**src/fizzle_cfg.svh**
```systemverilog
/* fizzle display configuration
   framebuffer geometry, display timing, fade control and colour widths */
`ifndef FIZZLE_CFG_SVH
`define FIZZLE_CFG_SVH

// framebuffer geometry
`define FB_WIDTH      8     // pixels per framebuffer row
`define FB_HEIGHT     4     // framebuffer rows
`define FB_SCALE      2     // pixel and row repeat on screen
`define FB_PIXELS     32    // FB_WIDTH * FB_HEIGHT
`define FB_ADDRW      5     // framebuffer address bits

// colour widths
`define CIDXW         4     // colour index bits
`define CHANW         4     // bits per colour channel

// horizontal timing, in clk_sys cycles
`define H_ACTIVE      16
`define H_TOTAL       28
`define H_SYNC_START  18
`define H_SYNC_END    22

// vertical timing, in lines
`define V_ACTIVE      8
`define V_TOTAL       12
`define V_SYNC_START  9
`define V_SYNC_END    10

`define CORDW         6     // screen coordinate bits

// fizzle fade
`define FADE_WAIT     3     // frames before the fade starts
`define FADE_RATE     20    // cycles per LFSR step
`define FADE_CIDX     7     // index written by the fade
`define LFSR_LEN      6
`define LFSR_TAPS     6'b110000  // x^6 + x^5 + 1, maximal length

`endif

```
**src/fizzle_pkg.sv**
```systemverilog
/* fizzle display types
   scan bundle, colours, framebuffer writes and fade states */
`default_nettype none

`include "fizzle_cfg.svh"

package fizzle_pkg;

    // screen position plus timing flags, one cycle's worth
    typedef struct packed {
        logic [`CORDW-1:0] sx;
        logic [`CORDW-1:0] sy;
        logic              de;     // active area
        logic              hsync;  // active high
        logic              vsync;  // active high
        logic              line;   // start of every row
        logic              frame;  // start of frame
    } scan_t;

    typedef struct packed {
        logic [`CHANW-1:0] r;
        logic [`CHANW-1:0] g;
        logic [`CHANW-1:0] b;
    } rgb_t;

    // parallel video out
    typedef struct packed {
        rgb_t rgb;
        logic de;
        logic hsync;
        logic vsync;
    } pix_out_t;

    // single framebuffer write
    typedef struct packed {
        logic                 we;
        logic [`FB_ADDRW-1:0] addr;
        logic [`CIDXW-1:0]    cidx;
    } fb_wr_t;

    typedef enum logic [1:0] {
        FADE_IDLE,  // waiting frames, image load open
        FADE_RUN,   // LFSR walk
        FADE_DONE   // every pixel faded
    } fade_state_e;

endpackage

`default_nettype wire

```
**src/clut.sv**
```systemverilog
/* colour lookup table
   writable 16 entry palette, registered lookup with sync kept aligned */
`default_nettype none
`timescale 1ns/10ps

`include "fizzle_cfg.svh"

module clut (
    input  wire logic              clk_sys,
    input  wire logic              rst_n,
    input  wire logic              pal_we,
    input  wire logic [`CIDXW-1:0] pal_idx,
    input  wire fizzle_pkg::rgb_t  pal_rgb,
    input  wire logic [`CIDXW-1:0] cidx,
    input  wire fizzle_pkg::scan_t scan_in,
    output fizzle_pkg::pix_out_t   pix
);

    fizzle_pkg::rgb_t pal [1 << `CIDXW];

    always_ff @(posedge clk_sys) begin
        if (pal_we) begin
            pal[pal_idx] <= pal_rgb;
        end
    end

    always_ff @(posedge clk_sys) begin
        if (!rst_n) begin
            pix <= '0;
        end else begin
            pix.rgb   <= scan_in.de ? pal[cidx] : '0;  // black in blanking
            pix.de    <= scan_in.de;
            pix.hsync <= scan_in.hsync;
            pix.vsync <= scan_in.vsync;
        end
    end

endmodule

`default_nettype wire

```
**src/display_timing.sv**
```systemverilog
/* display timing generator
   screen position counters with sync, data enable, line and frame pulses */
`default_nettype none
`timescale 1ns/10ps

`include "fizzle_cfg.svh"

module display_timing (
    input  wire logic          clk_sys,
    input  wire logic          rst_n,
    output fizzle_pkg::scan_t  scan
);

    logic [`CORDW-1:0] nx, ny;  // position of the coming cycle

    always_comb begin
        if (scan.sx == `CORDW'(`H_TOTAL - 1)) begin
            nx = '0;
            // wrap to the top after the last line
            ny = (scan.sy == `CORDW'(`V_TOTAL - 1)) ? '0 : scan.sy + 1'b1;
        end else begin
            nx = scan.sx + 1'b1;
            ny = scan.sy;
        end
    end

    // whole bundle registered from the next position, so every field agrees
    always_ff @(posedge clk_sys) begin
        if (!rst_n) begin
            scan    <= '0;
            scan.sy <= `CORDW'(`V_ACTIVE);  // start in vertical blanking
        end else begin
            scan.sx    <= nx;
            scan.sy    <= ny;
            scan.de    <= (nx < `H_ACTIVE) && (ny < `V_ACTIVE);
            scan.hsync <= (nx >= `H_SYNC_START) && (nx < `H_SYNC_END);
            scan.vsync <= (ny >= `V_SYNC_START) && (ny < `V_SYNC_END);
            scan.line  <= (nx == '0);               // blanking rows too
            scan.frame <= (nx == '0) && (ny == '0);
        end
    end

endmodule

`default_nettype wire

```
**src/fade_ctrl.sv**
```systemverilog
/* fizzle fade controller
   waits a few frames then walks an LFSR over the framebuffer,
   muxing fade writes with image load writes */
`default_nettype none
`timescale 1ns/10ps

`include "fizzle_cfg.svh"

module fade_ctrl (
    input  wire logic               clk_sys,
    input  wire logic               rst_n,
    input  wire logic               frame,
    input  wire fizzle_pkg::fb_wr_t img_wr,
    output fizzle_pkg::fb_wr_t      fb_wr,
    output logic                    fade_done
);

    localparam int WAITW = $clog2(`FADE_WAIT + 1);
    localparam int RATEW = $clog2(`FADE_RATE);

    fizzle_pkg::fade_state_e state;
    logic [WAITW-1:0]     wait_cnt;  // frame pulses seen
    logic [RATEW-1:0]     rate_cnt;
    logic [`LFSR_LEN-1:0] lfsr, lfsr_next;
    logic                 step;      // LFSR advances this cycle
    logic                 fade_hit;  // step lands inside the framebuffer

    always_comb begin
        lfsr_next = {lfsr[`LFSR_LEN-2:0], ^(lfsr & `LFSR_TAPS)};  // fibonacci shift
        step      = (state == fizzle_pkg::FADE_RUN) && (rate_cnt == RATEW'(`FADE_RATE - 1));
        fade_hit  = step && ((lfsr - 1'b1) < `FB_PIXELS);  // lfsr is never 0
    end

    always_ff @(posedge clk_sys) begin
        if (!rst_n) begin
            state    <= fizzle_pkg::FADE_IDLE;
            wait_cnt <= '0;
            rate_cnt <= '0;
            lfsr     <= `LFSR_LEN'(1);  // seed
            fb_wr    <= '0;
        end else begin
            case (state)
                fizzle_pkg::FADE_IDLE: begin
                    if (frame) begin
                        if (wait_cnt == WAITW'(`FADE_WAIT - 1)) begin
                            state <= fizzle_pkg::FADE_RUN;
                        end else begin
                            wait_cnt <= wait_cnt + 1'b1;
                        end
                    end
                end
                fizzle_pkg::FADE_RUN: begin
                    rate_cnt <= step ? '0 : rate_cnt + 1'b1;
                    if (step) begin
                        lfsr <= lfsr_next;
                        // back at the seed, all 63 states visited
                        if (lfsr_next == `LFSR_LEN'(1)) begin
                            state <= fizzle_pkg::FADE_DONE;
                        end
                    end
                end
                fizzle_pkg::FADE_DONE: state <= fizzle_pkg::FADE_DONE;  // terminal
                default: state <= fizzle_pkg::FADE_IDLE;
            endcase

            // fade write first, image load only while idle
            if (fade_hit) begin
                fb_wr.we   <= 1'b1;
                fb_wr.addr <= `FB_ADDRW'(lfsr - 1'b1);
                fb_wr.cidx <= `CIDXW'(`FADE_CIDX);
            end else if (state == fizzle_pkg::FADE_IDLE) begin
                fb_wr <= img_wr;
            end else begin
                fb_wr.we <= 1'b0;
            end
        end
    end

    assign fade_done = (state == fizzle_pkg::FADE_DONE);

endmodule

`default_nettype wire

```
**src/fb_ram.sv**
```systemverilog
/* framebuffer memory
   simple dual port, one write port and one registered read port */
`default_nettype none
`timescale 1ns/10ps

`include "fizzle_cfg.svh"

module fb_ram (
    input  wire logic                 clk_sys,
    input  wire fizzle_pkg::fb_wr_t   fb_wr,
    input  wire logic [`FB_ADDRW-1:0] rd_addr,
    output logic [`CIDXW-1:0]         rd_cidx
);

    logic [`CIDXW-1:0] mem [`FB_PIXELS];  // colour indices, row major

    always_ff @(posedge clk_sys) begin
        if (fb_wr.we) begin
            mem[fb_wr.addr] <= fb_wr.cidx;
        end
        rd_cidx <= mem[rd_addr];  // old data on a same-address write
    end

endmodule

`default_nettype wire

```
**src/fizzle_display.sv**
```systemverilog
/* fizzle display top level
   timing, fade control, framebuffer, line scaler and palette;
   pix trails the scan position by two cycles */
`default_nettype none
`timescale 1ns/10ps

`include "fizzle_cfg.svh"

module fizzle_display (
    input  wire logic               clk_sys,
    input  wire logic               rst_n,
    input  wire fizzle_pkg::fb_wr_t img_wr,   // image load
    input  wire logic               pal_we,
    input  wire logic [`CIDXW-1:0]  pal_idx,
    input  wire fizzle_pkg::rgb_t   pal_rgb,
    output fizzle_pkg::pix_out_t    pix,
    output logic                    fade_done
);

    fizzle_pkg::scan_t    scan;      // from the timing generator
    fizzle_pkg::scan_t    scan_d;    // one cycle behind, with cidx
    fizzle_pkg::fb_wr_t   fb_wr;
    logic [`FB_ADDRW-1:0] rd_addr;
    logic [`CIDXW-1:0]    rd_cidx;
    logic [`CIDXW-1:0]    lb_cidx;   // scaled index stream

    display_timing display_timing_inst (
        .clk_sys,
        .rst_n,
        .scan
    );

    fade_ctrl fade_ctrl_inst (
        .clk_sys,
        .rst_n,
        .frame (scan.frame),
        .img_wr,
        .fb_wr,
        .fade_done
    );

    fb_ram fb_ram_inst (
        .clk_sys,
        .fb_wr,
        .rd_addr,
        .rd_cidx
    );

    line_scaler line_scaler_inst (
        .clk_sys,
        .rst_n,
        .scan_in  (scan),
        .rd_addr,
        .rd_cidx,
        .cidx     (lb_cidx),
        .scan_out (scan_d)
    );

    clut clut_inst (
        .clk_sys,
        .rst_n,
        .pal_we,
        .pal_idx,
        .pal_rgb,
        .cidx    (lb_cidx),
        .scan_in (scan_d),
        .pix
    );

endmodule

`default_nettype wire

```
**src/line_scaler.sv**
```systemverilog
/* framebuffer line scaler
   copies the next framebuffer row into a line buffer during horizontal
   blanking and replays each pixel and row FB_SCALE times */
`default_nettype none
`timescale 1ns/10ps

`include "fizzle_cfg.svh"

module line_scaler (
    input  wire logic                 clk_sys,
    input  wire logic                 rst_n,
    input  wire fizzle_pkg::scan_t    scan_in,
    output logic [`FB_ADDRW-1:0]      rd_addr,
    input  wire logic [`CIDXW-1:0]    rd_cidx,
    output logic [`CIDXW-1:0]         cidx,
    output fizzle_pkg::scan_t         scan_out
);

    localparam int XW = $clog2(`FB_WIDTH);

    logic [`CIDXW-1:0]    lbuf [`FB_WIDTH];  // one framebuffer row
    logic [`CORDW-1:0]    ny;                // screen row after this one
    logic                 need;              // ny starts a new framebuffer row
    logic                 pend;              // fill armed for this row's blanking
    logic                 fill_act;
    logic                 cap_vld;           // rd_cidx valid this cycle
    logic [XW-1:0]        fill_x, cap_x;
    logic [XW-1:0]        bx;                // buffer column for sx
    logic [`FB_ADDRW-1:0] base;              // address of the row being filled

    always_comb begin
        ny   = (scan_in.sy == `CORDW'(`V_TOTAL - 1)) ? '0 : scan_in.sy + 1'b1;
        need = (ny % `FB_SCALE == 0) && (ny / `FB_SCALE < `FB_HEIGHT);
        bx   = XW'(scan_in.sx / `FB_SCALE);
    end

    assign rd_addr = base + `FB_ADDRW'(fill_x);

    // fill sequencing, armed on line and run once the active area ends
    always_ff @(posedge clk_sys) begin
        if (!rst_n) begin
            pend     <= 1'b0;
            fill_act <= 1'b0;
            cap_vld  <= 1'b0;
            fill_x   <= '0;
            scan_out <= '0;
        end else begin
            if (scan_in.line) begin
                pend <= need;
            end
            if (pend && scan_in.sx == `CORDW'(`H_ACTIVE)) begin
                pend     <= 1'b0;
                fill_act <= 1'b1;
                fill_x   <= '0;
            end else if (fill_act) begin
                fill_x <= fill_x + 1'b1;
                if (fill_x == XW'(`FB_WIDTH - 1)) begin
                    fill_act <= 1'b0;  // last read issued
                end
            end
            cap_vld  <= fill_act;   // ram has one cycle of latency
            scan_out <= scan_in;    // matches the cidx register
        end
    end

    always_ff @(posedge clk_sys) begin
        if (scan_in.line && need) begin
            base <= `FB_ADDRW'(ny / `FB_SCALE * `FB_WIDTH);
        end
        cap_x <= fill_x;
        if (cap_vld) begin
            lbuf[cap_x] <= rd_cidx;
        end
        cidx <= lbuf[bx];  // each entry shown FB_SCALE times
    end

endmodule

`default_nettype wire
```
**config.mk**
```make
export PLATFORM = sky130hd
export DESIGN_NAME = fizzle_display
export DESIGN_NICKNAME = d
export VERILOG_FILES = /design/src/fizzle_pkg.sv /design/src/clut.sv /design/src/display_timing.sv /design/src/fade_ctrl.sv /design/src/fb_ram.sv /design/src/fizzle_display.sv /design/src/line_scaler.sv
export VERILOG_INCLUDE_DIRS = /design/src /design/src/src
export SDC_FILE = /design/constraint.sdc
export NUM_CORES = 1
export LEC_CHECK = 0
export BUFFER_PORTS_ARGS = -buffer_cell sky130_fd_sc_hd__buf_2
export CORE_MARGIN = 8
export CORE_UTILIZATION = 38
export DETAILED_ROUTE_END_ITERATION = 7
export PLACE_DENSITY_LB_ADDON = 0.12
export SLEW_MARGIN = 0
export SYNTH_ARGS = -nofsm -noshare
export SYNTH_HDL_FRONTEND = slang
export SYNTH_HIERARCHICAL = 1
export SYNTH_SLANG_ARGS = --single-unit
```
**constraint.sdc**
```tcl
create_clock -name clk_sys -period 5.3 [get_ports clk_sys]
set_input_delay 0.795 -clock clk_sys [delete_from_list [all_inputs] [get_ports clk_sys]]
set_output_delay 0.795 -clock clk_sys [all_outputs]
set_load 0.01 [all_outputs]
```
==> summary.md, run 1 <==
| Metric | Value |
|---|---|
| Run status | `finished, final reports clean` |
| DP HPWL | `22400 um` |
| Reg power frac | `52.6%` |
| Final core occ | `approximately 43%` |
| Width of the die | `229 um` |
| Number of DRC markers in iteration 0 | `600` |
| Total global-route track usage | `13.6%` |
| Fraction of layout cells with a size suffix above 1 | `18.8%` |
| Setup violations, final | `0` |
| First-pass GRT wire length | `~55000 um` |
| Switching Share | `20.9%` |
| GR Overflow Total | `0` |
| Clk pwr share | `43.9%` |
| Critical path arrival | `3.08 ns` |
| Num rows | `78` |
| Initial core utilization | `a little under two fifths` |
| Maxcap violations | `0` |
| Worst Path Required | `roughly 5.8 ns` |
| Final worst-path setup slack | `2.68 ns` |
| Final clock skew | `approximately 0.019 ns` |
| Critical Path Sink Type | `register` |
| Worst setup SP type | `register` |
| Clk slew on worst S/H paths | `0.06 ns` |
| RSZ-0062 raised after global routing | `no` |
| Layout area overhead | `13.1%` |
| ANT nets after route | `0` |
| Setup CP Type | `reg2reg` |
| Post-CTS sizing | `0` |
| Crit-path max FO | `22` |
| Initial antenna violation count | `0` |
| Max-slew headroom | `16.2%` |
| Nets | `1119` |
| Clock Tree Root | `clkbuf_16` |
| Max Clk Rate | `382 MHz` |
| Insertion delay to the later sink of the worst-skew pair | `0.57 ns` |
| Full die area | `between 0.05 and 0.06 sq mm` |
| Die Ht | `roughly 230 um` |
| DR DRC count | `0` |
| Wire per inst | `20.8 um` |
| Detailed-route wire length | `35600 um` |
| Post-synthesis area per instance | `16.9 sq um` |
| Post-CTS Setup Bufs | `0` |
| Num CTS Buffers | `46` |
| H-tree levels | `2` |
| Vias in the first global route | `8954` |
| DR pass1 iterations | `5` |
| I/O pin count | `45` |
| Static leakage | `6.73 nW` |
| Tcrit/Tclk final | `49.3%` |
| CP dominant cell by count | `mux4_2` |
| NetSw | `1.49 mW` |
| Max-slew violations | `0` |
| Port buffer count | `44` |
| Slowest-stage cell, CP | `dfxtp_2` |
| Crit path time final | `approximately 2.6 ns` |
| Int Power | `5.65 mW` |
| GP Congestion | `0.722` |
| Via density | `5.09` |
| Post-Syn Instances | `approximately 1000` |
| Core Footprint | `0.0451 sq mm` |
| Synth Cell Area | `0.0172 sq mm` |
| Worst vdd ir | `approximately 0.33 mV` |
| Fillers | `approximately 4000` |
| Setup TNS | `0 ns` |
| CTS tree | `done` |
| Worst-case clock buffer depth | `3` |
| Combinational power share | `3.4%` |
| Final Hold Fails | `0` |
| Power density over cell area | `between 300 and 400 mW/mm^2` |
| Worst Hold Class | `reg2reg` |
| Yosys warns | `6` |
| Dpl ws | `~2.3 ns` |
| Post-cts hold buffer count | `0` |
| Sink Count | `431` |
| Vias | `roughly 8700` |
| Critical-path cell list | `buf_4 > mux4_2 > mux4_2 > mux2_2` |
| Worst slew pin tran | `approximately 1.3 ns` |
| CP peak stage delay | `0.64 ns` |
| Antenna cells | `0` |
| Multi-input combinational cell area | `0.00472 sq mm` |
| Net Count, Synth | `~1100` |
| Largest net degree at the start of global routing | `43` |
| Area occupied by registers | `about 0.012 sq mm` |
| Total chip power | `7.14 mW` |
worst max-delay path: cells and delay by family (launching register included):
family	cells	cell delay, ns
buffers and inverters	1	0.49
flip-flops	1	0.64
multiplexers	3	1.35
power by group through the flow:
| stage | Combinational [mW] | Sequential [mW] | Clock, mW |
|---|---|---|---|
| 2_1_floorplan | 0.192 | 3.79 | 0 |
| 3_3_place_gp | 0.249 | 3.83 | 0 |
| 3_5_place_dp | 0.249 | 3.83 | 0 |
| 4_1_cts | 0.250 | 3.76 | 3.22 |
| 5_1_grt | 0.267 | 3.76 | 3.36 |
| 6_report | 0.245 | 3.76 | 3.14 |
placed cells by master, fill, tap and decap left out, types with 8 or more instances in the layout:
| cell | n |
|---|---|
| mux4_1 | 12 |
| nor2_1 | 68 |
| buf_4 | 13 |
| and2_1 | 15 |
| mux4_2 | 46 |
| edfxtp_1 | 354 |
| ha_1 | 15 |
| buf_2 | 44 |
| mux2_2 | 10 |
| xnor2_1 | 9 |
| nor2b_1 | 9 |
| dfxtp_1 | 75 |
| clkinv_2 | 9 |
| nand3_1 | 32 |
| a22oi_1 | 39 |
| inv_1 | 8 |
| nand2b_1 | 17 |
| nand2_1 | 52 |
| a21oi_1 | 9 |
| clkinv_1 | 13 |
| o21ai_0 | 9 |
| clkbuf_16 | 46 |
| mux2i_1 | 95 |
| nand3b_1 | 8 |
metrics by stage:
step | hold slack (ns) | instances | cell area (sq um)
after floorplan | 0.366 | 1017 | 17200
after global placement | 0.415 | 1627 | 18000
after detailed placement | 0.417 | 1627 | 18000
after CTS | 0.430 | 1710 | 19500
after global routing | 0.442 | 1710 | 19500
final | 0.431 | 1710 | 19500
layout make-up:
type	count	share of cell area, %
Clock buffer	55	6.29
Clock inverter	28	1.30
Inverter	9	0.173
Multi-Input combinational cell	530	24.2
Sequential cell	431	62.5
Tap cell	600	3.85
Timing Repair Buffer	57	1.63
routing by layer:
layer  vias up  wire (um)  global-route usage, %
li1       4086          -                      -
met2       156      17200                   22.6
met3        46       1390                   2.72
met4         0        672                   3.57
met1      4411      16400                   18.0
met5         -          0                      0
sequential cells by signal, summed over array words and instances, names as in the netlist, 3 cells and up:
name / flops
fade_ctrl_inst/lfsr: 6
clut_inst/pal: 192
line_scaler_inst/scan_out: 3
line_scaler_inst/fill_x: 3
display_timing_inst/scan: 17
fade_ctrl_inst/rate_cnt: 5
fb_ram_inst/mem: 128
fb_ram_inst/rd_cidx: 4
line_scaler_inst/lbuf: 32
fade_ctrl_inst/fb_wr: 10
line_scaler_inst/cap_x: 3
line_scaler_inst/cidx: 4
clut_inst/pix: 15
path summary, 6_finish.rpt:
check,start,to,depth (start not counted),slack [ns]
max,line_scaler_inst/fill_x[0]$_SDFFE_PP0P_,fb_ram_inst/rd_cidx[2]$_DFF_P_,4,2.68
min reg2reg,display_timing_inst/scan[3]$_SDFF_PN0_,line_scaler_inst/scan_out[3]$_SDFF_PN0_,1,0.43
max reg2reg,line_scaler_inst/fill_x[0]$_SDFFE_PP0P_,fb_ram_inst/rd_cidx[2]$_DFF_P_,4,2.68
min,display_timing_inst/scan[3]$_SDFF_PN0_,line_scaler_inst/scan_out[3]$_SDFF_PN0_,1,0.43
No activity file was read; power rests on OpenSTA's default activity.
==> inputs of run 2 (changes only) <==
==> constraint.sdc (replaced) <==
create_clock -name clk_sys -period 2.53 [get_ports clk_sys]
set_input_delay 0.3795 -clock clk_sys [delete_from_list [all_inputs] [get_ports clk_sys]]
set_output_delay 0.3795 -clock clk_sys [all_outputs]
set_load 0.01 [all_outputs]
==> summary.md, run 2 (synthesis gave the netlist of run 1 again) <==
| Metric | Value |
|---|---|
| Final worst-path setup slack | `0.284 ns (-2.40 ns)` |
| Nets | `1152 (+2.9%)` |
| Worst vdd ir | `0.478 mV (+44%)` |
| I/O pin count | `45 (unchanged)` |
| First-pass GRT wire length | `55400 um (+0.59%)` |
| Detailed-route wire length | `35400 um (-0.62%)` |
| Vias | `8871 (+2.0%)` |
| Width of the die | `229 um (unchanged)` |
| WHS | `0.0861 ns (-0.345 ns)` |
| DR DRC count | `0 (unchanged)` |
| CTS tree | `done` |
| Design Area, Final | `0.0198 sq mm (+1.9%)` |
| Crit path time final | `2.25 ns (-0.369 ns)` |
| Clock Tree Root | `clkbuf_16` |
| Dpl ws | `0.236 ns (-2.09 ns)` |
| Num CTS Buffers | `47 (+2.2%)` |
| Antenna cells | `0 (unchanged)` |
| Total global-route track usage | `13.5% (-0.10 points)` |
| Max Clk Rate | `445 MHz (+16%)` |
| Worst setup SP type | `register` |
| DR pass1 iterations | `5 (unchanged)` |
| Reg power frac | `51.1% (-1.5 points)` |
| Static leakage | `6.94 nW (+3.2%)` |
| Int Power | `12.2 mW (+120%)` |
| Worst slew pin tran | `0.799 ns (-0.456 ns)` |
| Reg2Reg Setup Slack | `0.28 ns (-2.40 ns)` |
| Fraction of layout cells with a size suffix above 1 | `20.7% (+1.9 points)` |
| Critical path arrival | `2.72 ns (-0.36 ns)` |
| Power density over cell area | `771 mW/mm^2 (+110%)` |
| Insertion delay to the later sink of the worst-skew pair | `0.58 ns (about the same)` |
| Largest net degree at the start of global routing | `36 (-16%)` |
| Post-CTS sizing | `0 (unchanged)` |
| H-tree levels | `2 (unchanged)` |
| Wire per inst | `20.3 um (-2.6%)` |
| Vias in the first global route | `8878 (-0.85%)` |
| Worst-case clock buffer depth | `3 (unchanged)` |
| Largest register FFs | `192 (unchanged)` |
| Worst Hold Class | `in2reg` |
| Initial antenna violation count | `0 (unchanged)` |
| Final Hold Fails | `0 (unchanged)` |
| Final clock skew | `0.0324 ns (+0.0138 ns)` |
| Setup violations, final | `0 (unchanged)` |
| Post-cts hold buffer count | `0 (unchanged)` |
| Tcrit/Tclk final | `88.8% (+39 points)` |
| Run status | `finished, final reports clean` |
| Maxcap violations | `0 (unchanged)` |
| GP Congestion | `0.764 (+5.8%)` |
| DP HPWL | `23100 um (+3.2%)` |
| Port buffer count | `44 (unchanged)` |
| RSZ-0062 raised after global routing | `no` |
| Number of DRC markers in iteration 0 | `692 (+15%)` |
| Max-slew violations | `0 (unchanged)` |
| Via density | `5.08 (about the same)` |
| Commonest non-fill, non-tap cell in the layout | `edfxtp_1` |
| Setup CP Type | `reg2reg` |
| Die Ht | `229 um (unchanged)` |
| Placed cell areas | `0.0183 sq mm (+1.4%)` |
| Largest registers | `clut_inst/pal: 192 flops, fb_ram_inst/mem: 128 flops, line_scaler_inst/lbuf: 32 flops` |
| Critical Path Sink Type | `register` |
| Combinational power share | `3.8% (+0.4 points)` |
| Commonest non-fill, non-tap cells in the layout | `edfxtp_1 (354), mux2i_1 (95), dfxtp_1 (75)` |
| GR Overflow Total | `0 (unchanged)` |
| Fillers | `4014 (-0.55%)` |
| Total chip power | `15.3 mW (+110%)` |
| Num rows | `78 (unchanged)` |
| Worst Path Required | `3.01 ns (-2.75 ns)` |
| Layout area overhead | `15.2%` |
| Clk slew on worst S/H paths | `0.06 ns (about the same)` |
| Max-slew headroom | `46.5% (+30 points)` |
| Switching Share | `20.3% (-0.59 points)` |
| Sink Count | `431 (unchanged)` |
| Register with the most flip-flops | `clut_inst/pal` |
| Core Footprint | `0.0451 sq mm (unchanged)` |
| Full die area | `0.0524 sq mm (unchanged)` |
| Area occupied by registers | `0.0122 sq mm (unchanged)` |
| Post-CTS Setup Bufs | `0 (unchanged)` |
| NetSw | `3.11 mW (+110%)` |
| Initial core utilization | `38.2% (unchanged)` |
| Setup TNS | `0 ns (unchanged)` |
| ANT nets after route | `0 (unchanged)` |
| Clk pwr share | `45.1% (+1.2 points)` |
| Crit-path max FO | `12 (-45%)` |
| Multi-input combinational cell area | `0.00470 sq mm (-0.40%)` |
## run 2: metal layers
| layer | part of all wire, % | track usage [%] | routed length, um | vias up |
|---|---|---|---|---|
| li1 | - | - | - | 4161 |
| met5 | 0 | 0 | 0 | - |
| met4 | 1.9 | 3.67 | 680 | 0 |
| met2 | 48 | 22.0 | 16900 | 153 |
| met1 | 46 | 18.1 | 16400 | 4506 |
| met3 | 3.8 | 2.73 | 1360 | 51 |
## run 2: final cells by class
cell class | count | area share (%)
multi-input cells | 530 | 23.7
well taps | 600 | 3.78
repair buffers | 89 | 3.00
inverters | 9 | 0.170
flip-flops and latches | 431 | 61.4
clock buffers | 66 | 6.75
clock inverters | 20 | 1.24
## run 2: worst paths after layout
path	from	end	cells past startpoint
max	fade_ctrl_inst/state[1]$_SDFFE_PN0P_	fade_ctrl_inst/fb_wr[5]$_SDFFE_PN0P_	7
min	img_wr[9]	fade_ctrl_inst/fb_wr[9]$_SDFF_PN0_	3
max reg2reg	fade_ctrl_inst/state[1]$_SDFFE_PN0P_	fade_ctrl_inst/fb_wr[5]$_SDFFE_PN0P_	7
min reg2reg	line_scaler_inst/scan_out[3]$_SDFF_PN0_	clut_inst/pix[1]$_SDFF_PN0_	1
## run 2: power groups by stage
| stage | clock [mW] | combinational [mW] | sequential, mW |
|---|---|---|---|
| global route | 7.41 | 0.642 | 7.83 |
| CTS | 7.12 | 0.592 | 7.82 |
| floorplan | 0 | 0.402 | 7.94 |
| finish | 6.91 | 0.581 | 7.82 |
| global placement | 0 | 0.587 | 7.97 |
| detailed placement | 0 | 0.590 | 7.97 |
## run 2: stage by stage
stage                     utilization, %  cells
after floorplan                        -   1017
after global placement              40.5   1659
after detailed placement            40.5   1659
after CTS                           44.0   1745
after global routing                44.0   1745
final                               44.0   1745
## run 2: worst max-delay path, stage by stage (launching register included)
cell and delay [ns]:
dfxtp_1 0.32, inv_1 0.09, ha_1 0.28, nand2_1 0.15, or3_1 0.40, or4_4 0.64
mux2i_1 0.15, and2_1 0.15
